## config.mk

```make
export PLATFORM = sky130hd
export DESIGN_NAME = decodeControl
export DESIGN_NICKNAME = d
export VERILOG_FILES = /design/src/hw/rvPkg.sv /design/src/hw/decodeControl.sv
export VERILOG_INCLUDE_DIRS = /design/src /design/src/include
export SDC_FILE = /design/constraint.sdc
export NUM_CORES = 1
export LEC_CHECK = 0
export ABC_AREA = 1
export CAP_MARGIN = 40
export CORE_MARGIN = 2
export CORE_UTILIZATION = 48
export DETAILED_ROUTE_END_ITERATION = 12
export DONT_BUFFER_PORTS = 1
export SYNTH_ARGS = -nofsm -noshare
export SYNTH_HDL_FRONTEND = slang
export SYNTH_SLANG_ARGS = --single-unit
```

## constraint.sdc

```tcl
create_clock -name vclk -period 2.56
set_input_delay 0.512 -clock vclk [all_inputs]
set_output_delay 0.512 -clock vclk [all_outputs]
set_load 0.005 [all_outputs]
```

## src/include/rv_defs.svh

```systemverilog
`ifndef RV_DEFS_SVH
`define RV_DEFS_SVH

// Datapath width
`define RV_XLEN 32

// Register file addressing
`define RV_REG_AW 5

// Memory depths in words, with matching index widths
`define RV_IMEM_WORDS 64
`define RV_IMEM_AW 6
`define RV_DMEM_WORDS 64
`define RV_DMEM_AW 6

// Major opcodes of the supported subset
`define RV_OP_R      7'b0110011 // add sub and or slt
`define RV_OP_I      7'b0010011 // addi
`define RV_OP_LOAD   7'b0000011 // lw
`define RV_OP_STORE  7'b0100011 // sw
`define RV_OP_BRANCH 7'b1100011 // beq

// addi x0, x0, 0
`define RV_NOP 32'h00000013

`endif

```

## src/hw/rvPkg.sv

```systemverilog
`default_nettype none

`include "rv_defs.svh"

package rvPkg;

    // One instruction word, seen through each encoding format
    typedef union packed {
        logic [31:0] word;
        struct packed {
            logic [6:0] funct7;
            logic [4:0] rs2;
            logic [4:0] rs1;
            logic [2:0] funct3;
            logic [4:0] rd;
            logic [6:0] opcode;
        } rFmt;
        struct packed {
            logic [11:0] imm;
            logic [4:0]  rs1;
            logic [2:0]  funct3;
            logic [4:0]  rd;
            logic [6:0]  opcode;
        } iFmt;
        struct packed {
            logic [6:0] immHi;
            logic [4:0] rs2;
            logic [4:0] rs1;
            logic [2:0] funct3;
            logic [4:0] immLo;
            logic [6:0] opcode;
        } sFmt;
        struct packed {
            logic       bit12;
            logic [5:0] bits10to5;
            logic [4:0] rs2;
            logic [4:0] rs1;
            logic [2:0] funct3;
            logic [3:0] bits4to1;
            logic       bit11;
            logic [6:0] opcode;
        } bFmt;
    } instrU;

    typedef enum logic [2:0] {
        aluAdd,
        aluSub,
        aluAnd,
        aluOr,
        aluSlt
    } aluOpE;

    typedef struct packed {
        logic  regWrite;
        logic  aluSrc;   // Second operand from immediate
        logic  memWrite;
        logic  memToReg; // Write back the loaded word
        logic  branch;
        aluOpE aluOp;
    } ctrlS;

    // What one instruction did, reported once per cycle
    typedef struct packed {
        logic [`RV_XLEN-1:0]   pc;
        logic                  regWe;
        logic [`RV_REG_AW-1:0] rd;
        logic [`RV_XLEN-1:0]   regData;
        logic                  memWe;
        logic [`RV_XLEN-1:0]   memAddr;
        logic [`RV_XLEN-1:0]   memData;
    } retireS;

endpackage

`default_nettype wire

```

## src/hw/decodeControl.sv

```systemverilog
`default_nettype none
`timescale 1ns/10ps

`include "rv_defs.svh"

module decodeControl (
    input  rvPkg::instrU          instr,
    output rvPkg::ctrlS           ctrl,
    output logic [`RV_XLEN-1:0]   imm,
    output logic [`RV_REG_AW-1:0] rs1,
    output logic [`RV_REG_AW-1:0] rs2,
    output logic [`RV_REG_AW-1:0] rd
);

    logic [6:0] opcode;
    logic [2:0] funct3;
    logic [3:0] aluCtrlIn; // funct7 bit 5 over funct3
    rvPkg::aluOpE rOp;
    logic rKnown;

    assign opcode    = instr.rFmt.opcode;
    assign funct3    = instr.rFmt.funct3;
    assign aluCtrlIn = {instr.rFmt.funct7[5], funct3};

    assign rs1 = instr.rFmt.rs1;
    assign rs2 = instr.rFmt.rs2;
    assign rd  = instr.rFmt.rd;

    // ALU control for R-type
    always_comb begin
        rKnown = 1'b1;
        case (aluCtrlIn)
            4'b0000: rOp = rvPkg::aluAdd;
            4'b1000: rOp = rvPkg::aluSub;
            4'b0111: rOp = rvPkg::aluAnd;
            4'b0110: rOp = rvPkg::aluOr;
            4'b0010: rOp = rvPkg::aluSlt;
            default: begin
                rOp    = rvPkg::aluAdd;
                rKnown = 1'b0; // Outside the subset, retire as a no-op
            end
        endcase
    end

    // Main control, all zero for anything unsupported
    always_comb begin
        ctrl = '0;
        case (opcode)
            `RV_OP_R: begin
                ctrl.regWrite = rKnown;
                ctrl.aluOp    = rOp;
            end
            `RV_OP_I: begin
                ctrl.regWrite = (funct3 == 3'b000); // addi only
                ctrl.aluSrc   = 1'b1;
            end
            `RV_OP_LOAD: begin
                ctrl.regWrite = (funct3 == 3'b010); // lw only
                ctrl.aluSrc   = 1'b1;
                ctrl.memToReg = 1'b1;
            end
            `RV_OP_STORE: begin
                ctrl.memWrite = (funct3 == 3'b010); // sw only
                ctrl.aluSrc   = 1'b1;
            end
            `RV_OP_BRANCH: begin
                ctrl.branch = (funct3 == 3'b000); // beq only
                ctrl.aluOp  = rvPkg::aluSub;
            end
            default: ctrl = '0;
        endcase
    end

    // Immediate, sign extended from the view that matches the opcode
    always_comb begin
        case (opcode)
            `RV_OP_I, `RV_OP_LOAD:
                imm = {{20{instr.iFmt.imm[11]}}, instr.iFmt.imm};
            `RV_OP_STORE:
                imm = {{20{instr.sFmt.immHi[6]}}, instr.sFmt.immHi, instr.sFmt.immLo};
            `RV_OP_BRANCH:
                imm = {{20{instr.bFmt.bit12}}, instr.bFmt.bit11,
                       instr.bFmt.bits10to5, instr.bFmt.bits4to1, 1'b0};
            default: imm = '0;
        endcase
    end

endmodule

`default_nettype wire

```

# --- Word-level counts from Yosys, hierarchy flattened ---
# Cells that the tools add are included.
# Widths: inputs -> output; s select.
word_totals:
  register_bits: 0
  elab_cells: 24
classes:
  eq_ne: 10
  muxes: 9
  reduce_logical: 5
op_table:
  columns: ["cell", "count"]
  rows:
  - ["$pmux 32 s3", 1]
  - ["$eq 7x6->1 const B", 2]
  - ["$pmux 3 s4", 1]
  - ["$eq 4x3->1 const B", 2]
  - ["$eq 7x2->1 const B", 1]
  - ["$eq 7x5->1 const B", 1]
  - ["$eq 7x7->1 const B", 1]
  - ["$pmux 3 s2", 1]
  - ["$mux 1", 5]
  - ["$reduce_or 5->1", 1]
  - ["$eq 4x2->1 const B", 1]
  - ["$eq 4x4->1 const B", 1]
  - ["$logic_not 4->1", 1]
  - ["$eq 3x2->1 const B", 1]
  - ["$logic_not 3->1", 1]
  - ["$pmux 1 s3", 1]
  - ["$reduce_or 3->1", 1]
  - ["$reduce_or 2->1", 1]

# --- Depth between registers and ports, before layout ---
# Gate-level depths: netlist (run 1).
logic_depth:
  word_depth: 4
  ltp_mapped: 6
  depth_no_buf: 6

# --- Worst setup path after synthesis (run 1) ---
# Ideal clock, no wire load.
synth_path:
  kind: "input to output"
  startpoint: "in instr[1] (netlist name)"
  endpoint: "out imm[13]"
  arrival_ns: 1.865
  required_time_ns: 2.048
  path_slack_ns: 0.183
  cell_stages: 5
  n_path_buf: 1
  cell_sequence: "nand2_1 -> nor2_4 -> o21ai_4 -> nor2_1 -> buf_4"
synth_via:
  elab_chain_cells: 3
  elab_cells_between_ends: 6
synth_lines:
  columns: ["element", "line_no", "source"]
  rows:
  - ["from (decl)", "decodeControl.sv:7", "input rvPkg::instrU instr,"]
  - ["$eq 7x5->1 or $eq 7x2->1 (tied branches)", "decodeControl.sv:76", "case (opcode)"]
  - ["$reduce_or 2->1", "decodeControl.sv:76", null]
  - ["$pmux 32 s3 *", "decodeControl.sv:76", null]
  - ["to (decl)", "decodeControl.sv:9", "output logic [`RV_XLEN-1:0] imm,"]
# Every way passes the cells marked *; elsewhere a longest branch is shown, timed or not.

# --- Worst setup path in the final report (run 1) ---
layout_path:
  startpoint: "in instr[1] (netlist name)"
  endpoint: "out imm[12]"
# Same word-level chain as after synthesis.

==> results.md, run 1 <==
- Power per Cell Area: 71.9 nW/um^2
- Worst rel slew slack: 0.728
- Final min period: 2000 ps
- Core box area: 1300 sq um
- Final hold vios: 0
- Area of the mapped netlist: 666 sq um
- CP Class: in -> out
- Post-synth cell types: 18
- Syn avg cell area: 5.69 sq um
- Commonest non-fill, non-tap cells in the layout: nand3_1 (19), inv_1 (17), nor2_1 (16)
- Max_cap viols: 0
- Critical path arrival: 1480 ps
- Cts hold-fix bufs: 0
- RSZ-0062 raised after global routing: no
- Synthesized Nets: 149
- Vias in the first global route: 401
- Fillers: 163
- Area Growth Syn to Fin: -34.6%
- Min-Delay Endpoint: rs2[3]
- Slew @ Worst Pin: 407 ps
- Status: completed
- Register area: 0 sq um
- Final Cycle Share: 0.780
- Drt drc: 0
- Routability congestion estimate from global placement: 0.785
- Post-CTS Setup Bufs: 0
- First-pass GRT wire length: 1.55 mm
- Highest achievable clock rate: 501 MHz
- Pleak: 0.234 nW
- Total gr overflow: 0
- Maximum fanout along the worst path: 18
- Largest net degree at the start of global routing: 19
- Sw Share: 0.691
- Switch Pwr: 0.0216 mW
- Beginning of the worst hold path: instr[23]
- Critical Path Sink Type: primary output
- Chip width: 41.2 um
- Pwr Total: 0.0313 mW
- Leading cell type in the layout, fill and taps excluded: nand3_1
- Share of layout cells above drive strength 1: 0.155
- Routed wire length: 1.18 mm
- Setup violators final: 0
- Final Cell Area: 435 sq um
- Seq cells: 0
- Max rail drop VDD: 0.0303 mV
- Final Max Slew Viols: 0
- Die area: 1700 sq um
- Ports: 87
- Sequential share of power: 0
- Initial Utilization: 0.512
- CP startpoint: instr[1]
- Post-synthesis sequential area ratio: 0
- Net count reported at finish: 118
- Wire length per cell: 11.9 um
- Startpoint types: primary input
- Row cnt: 13
- GRT Util Overall: 0.129
- Synthesized instance count: 117
- Dpl cell area: 435 sq um
- Drt initial violations: 6
- HPWL after detailed placement: 1.03 mm
- Buffers added on ports: 0
- Worst min path class: in -> out
- Critical Path RT: 2050 ps
- Vias/cell: 5.41
- Vias: 536
- Final antenna-violating net count: 0
- Die H: 41.2 um
- Sum Neg Setup Slack: 0 ps
- First-pass detailed-route iteration total: 3
- Initial antenna violation count: 0
- Area of the multi-input gates: 325 sq um
- Layout clock buffer count: 0
- # diodes: 0
- Post-CTS sizing: 0
- Hold Path Stages: 0
- Logic pwr share: 1.000
- Fin util: 0.335
- Min Hold Slack: 1020 ps
- Pint: 0.00968 mW
- Synth warn: 0
- Clk pwr share: 0
-- power by group through the flow --
stage	clock network [mW]	logic [mW]	registers (mW)
after floorplan	0	0.0505	0
after global placement	0	0.0311	0
after detailed placement	0	0.0316	0
after CTS	0	0.0317	0
after global routing	0	0.0369	0
final	0	0.0313	0
-- area by class of cell --
cell class                 count  area share
inverter                      19       0.175
multi-input combinational     63       0.747
tap                           15      0.0431
timing repair buffer           2      0.0345
-- how the worst max path moves through the flow --
stage,endpoint,slack [ps],cells after the start
3_5_place_dp,imm[12],550,5
4_1_cts,imm[12],550,5
3_3_place_gp,imm[12],570,5
6_report,imm[12],560,5
2_1_floorplan,imm[13],180,5
5_1_grt,imm[12],400,6
-- layer usage --
layer	part of all wire	track usage
met1	0.37	0.139
met4	0	0
met2	0.45	0.246
met5	0	0
met3	0.18	0.0543
-- synth_stat cells --
cell type	count	area share
inv_1	17	0.096
o21ai_4	1	0.024
nor3_1	3	0.023
inv_2	1	0.0056
nand4_1	1	0.0094
buf_6	1	0.017
nand3_2	2	0.030
nor2_2	1	0.0094
nand3_1	19	0.14
nand3b_1	1	0.011
clkinv_4	1	0.013
nand2_1	13	0.073
nor4_1	1	0.0094
buf_4	34	0.38
o21ai_2	1	0.013
nor2_1	17	0.096
nand2_2	1	0.0094
nor2_4	2	0.034
-- critical path, cell delays in order --
cell and delay [ps]:
nand2_1 80, nor2_4 360, o21ai_4 150, nor2_2 120
buf_4 250
-- cells by family (layout without fill, tap and decap cells) --
group / Yosys count / in the layout / synth area share
buf+inv: 54 / 21 / 0.515
compound gates: 2 / 2 / 0.0376
simple gates: 61 / 61 / 0.447
-- stage by stage --
stage               setup slack [ps]  instances
CTS                              547         99
detailed placement               549         99
global route                     398         99
global placement                 569         99
finish                           564         99
floorplan                        183        117
No activity file was read; power rests on OpenSTA's default activity.
==> run 2, diff against run 1 <==
--- a/config.mk
+++ b/config.mk
@@ -6,7 +6,7 @@
 export SDC_FILE = /design/constraint.sdc
 export NUM_CORES = 1
 export LEC_CHECK = 0
-export ABC_AREA = 1
+export ABC_AREA = 0
 export CAP_MARGIN = 40
 export CORE_MARGIN = 2
 export CORE_UTILIZATION = 48
==> constraint.sdc (replaced) <==
create_clock -name vclk -period 2
set_input_delay 0.4 -clock vclk [all_inputs]
set_output_delay 0.4 -clock vclk [all_outputs]
set_load 0.005 [all_outputs]
==> run 2 against run 1 <==
  * Synthesized area is 2.8% lower
  * Utilization grew 0.81 points
  * First-iteration DRC count is 17% lower
  * Via count is 19% lower
  * Die area shrank 2.6%
  * Clock-buffer cell count unchanged
  * Largest power group unchanged
  * Non-clock buffer count increased by 2
  * Combinational power fell by 1%
  * Global-route usage down 0.27 points
  * Setup slack worse by 350 ps
  * Sequential share of layout area stayed put
==> results.md, run 2 <==
- Ports: 87 (unchanged)
- Register area: 0 sq um (unchanged)
- Area Growth Syn to Fin: -31.9%
- Final hold vios: 0 (unchanged)
- Final antenna-violating net count: 0 (unchanged)
- Vias/cell: 6.55 (+21%)
- Xor/xnor cell area share of the yosys netlist: 0 (unchanged)
- Commonest non-fill, non-tap cells in the layout: nor2_1 (6), a21boi_2 (6), nand2b_1 (5)
- Buffers added on ports: 0 (unchanged)
- Min-Delay Endpoint: rs1[3]
- Worst min path class: in -> out
- Vias: 432 (-19%)
- Final Cycle Share: 0.895
- Routed wire length: 1.18 mm (about the same)
- Pleak: 0.134 nW (-42%)
- Synthesized instance count: 85 (-27%)
- Crit-path max cell delay: 390 ps (+30 ps)
- Hold Path Stages: 0 (unchanged)
- Status: completed
- Count leader, synth: buf_4
- Yosys top cell area share: 0.406 (+0.0227)
- Post-CTS Setup Bufs: 0 (unchanged)
- RSZ-0062 raised after global routing: no
- Synth top area cells: buf_4 (41%), a21boi_2 (12%), a22o_1 (5.4%), nand2b_1 (4.8%), nand4bb_4 (4.3%)
- Worst rel slew slack: 0.784 (+0.0559)
- Cts hold-fix bufs: 0 (unchanged)
- Drt initial violations: 5 (-1)
- Area of the multi-input gates: 379 sq um (+17%)
- Vias in the first global route: 349 (-13%)
- Fillers: 148 (-9.2%)
- First-pass GRT wire length: 1.48 mm (-4.5%)
- Post-CTS sizing: 0 (unchanged)
- Maximum fanout along the worst path: 20 (+2)
- Largest net degree at the start of global routing: 21 (+2)
- Max stage delay cell, worst path: or3_1
- Die area: 1660 sq um (-2.6%)
- Area of the mapped netlist: 647 sq um (-2.8%)
- Setup violators final: 0 (unchanged)
- Share of layout cells above drive strength 1: 0.275 (+0.120)
- Fin util: 0.343 (+0.00813)
- Critical Path Sink Type: primary output
- First-pass detailed-route iteration total: 4 (+1)
- Wire length per cell: 17.9 um (+50%)
- Beginning of the worst hold path: instr[18]
- Final Cell Area: 440 sq um (+1.1%)
- Post-synthesis sequential area ratio: 0 (unchanged)
- Max_cap viols: 0 (unchanged)
- HPWL after detailed placement: 968 um (-5.6%)
- GRT Util Overall: 0.127 (-0.00274)
- Die H: 40.7 um (-1.3%)
- Chip width: 40.7 um (-1.3%)
- Cell taking the most area after synthesis: buf_4
- Highest achievable clock rate: 559 MHz
- Combinational family with the most area after synthesis: buffers and inverters
- Top cells by count, synth: buf_4 (35), a21boi_2 (7), nor2_1 (6), nand2b_1 (5), a22o_1 (4)
- Syn avg cell area: 7.61 sq um (+34%)
- Initial antenna violation count: 0 (unchanged)
- Synth warn: 0 (unchanged)
- Total gr overflow: 0 (unchanged)
- Initial Utilization: 0.503 (-0.00813)
- Slew @ Worst Pin: 322 ps (-84.3 ps)
- Non-Filler Instances: 66 (-33%)
- Final min period: 1790 ps
- CP cell instances: nand4bb_4, or3_1, a21boi_4, buf_12
- Synthesized Nets: 117 (-21%)
- Core box area: 1280 sq um (-1.3%)
- Row cnt: 13 (unchanged)
- Critical path arrival: 1390 ps (-90 ps)
- Seq cells: 0 (unchanged)
- Synth Area in Simple Gates: 0.340 (-0.107)
- Adder-Cell Fraction of Synth Area: 0 (unchanged)
- Net count reported at finish: 85 (-28%)
- Power per Cell Area: 70.2 nW/um^2 (-2.3%)
- Layout clock buffer count: 0 (unchanged)
- Pwr Total: 0.0309 mW (-1.2%)
- Critical Path RT: 1600 ps (-450 ps)
- CP Class: in -> out
- Dpl cell area: 440 sq um (+1.1%)
- Compound-gate portion of the synthesized area: 0.234 (+0.196)
- Mux cell area share after synthesis: 0 (unchanged)
- Startpoint types: primary input
- Post-synth cell types: 24 (+6)
- Final Max Slew Viols: 0 (unchanged)
- Routability congestion estimate from global placement: 0.635 (-19%)
- DP Cell Count: 66 (-33%)
- Max rail drop VDD: 0.0242 mV (-20%)
- Drt drc: 0 (unchanged)
- # diodes: 0 (unchanged)
run 2: cell count changes after synthesis, sizes merged, moves of 3 or more:
cell	delta
inv	-18
nand3	-18
nor2	-14
nand2	-13
a21boi	+7
nand2b	+5
a22o	+4
a21oi	+3
run 2: logic make-up after synthesis:
group | after synthesis
AOI/OAI and AO/OA | 17
buffers and inverters | 38
and+or+nand+nor | 30
run 2: how the worst max path moves through the flow:
stage | start | endpoint | slack (ps) | depth (start not counted)
after global routing | instr[2] | imm[14] | 130 | 4
final | instr[2] | imm[17] | 210 | 4
after floorplan | instr[2] | imm[13] | -60 | 4
after global placement | instr[2] | imm[17] | 220 | 4
after detailed placement | instr[2] | imm[17] | 210 | 4
after CTS | instr[2] | imm[17] | 200 | 4
run 2: layout make-up:
type | count | area share
multi-input cells | 47 | 0.861
repair buffers | 4 | 0.0966
well taps | 15 | 0.0426
run 2: layer usage:
layer | track usage | vias to the layer above | wire, um
li1 | - | 202 | -
met4 | 0 | 0 | 0
met5 | 0 | - | 0
met2 | 0.234 | 45 | 552
met1 | 0.151 | 185 | 425
met3 | 0.0380 | 0 | 207
run 2: worst max-delay path: cells and delay by family:
family                 cells  cell delay [ps]
AOI/OAI and AO/OA          1              170
buffers and inverters      1              190
and+or+nand+nor            2              630
run 2: per-stage QoR:
step	TNS, ps	setup WS, ps	hold WS [ps]
detailed placement	0	205	800
floorplan	-1190	-62.8	881
global placement	0	220	800
finish	0	211	800
global route	0	131	800
CTS	0	199	800
run 2: where the power goes:
| group | switching [mW] | internal, mW | leakage (nW) |
|---|---|---|---|
| Sequential | 0 | 0 | 0 |
| Clock | 0 | 0 | 0 |
| Combinational | 0.0117 | 0.0193 | 0.134 |
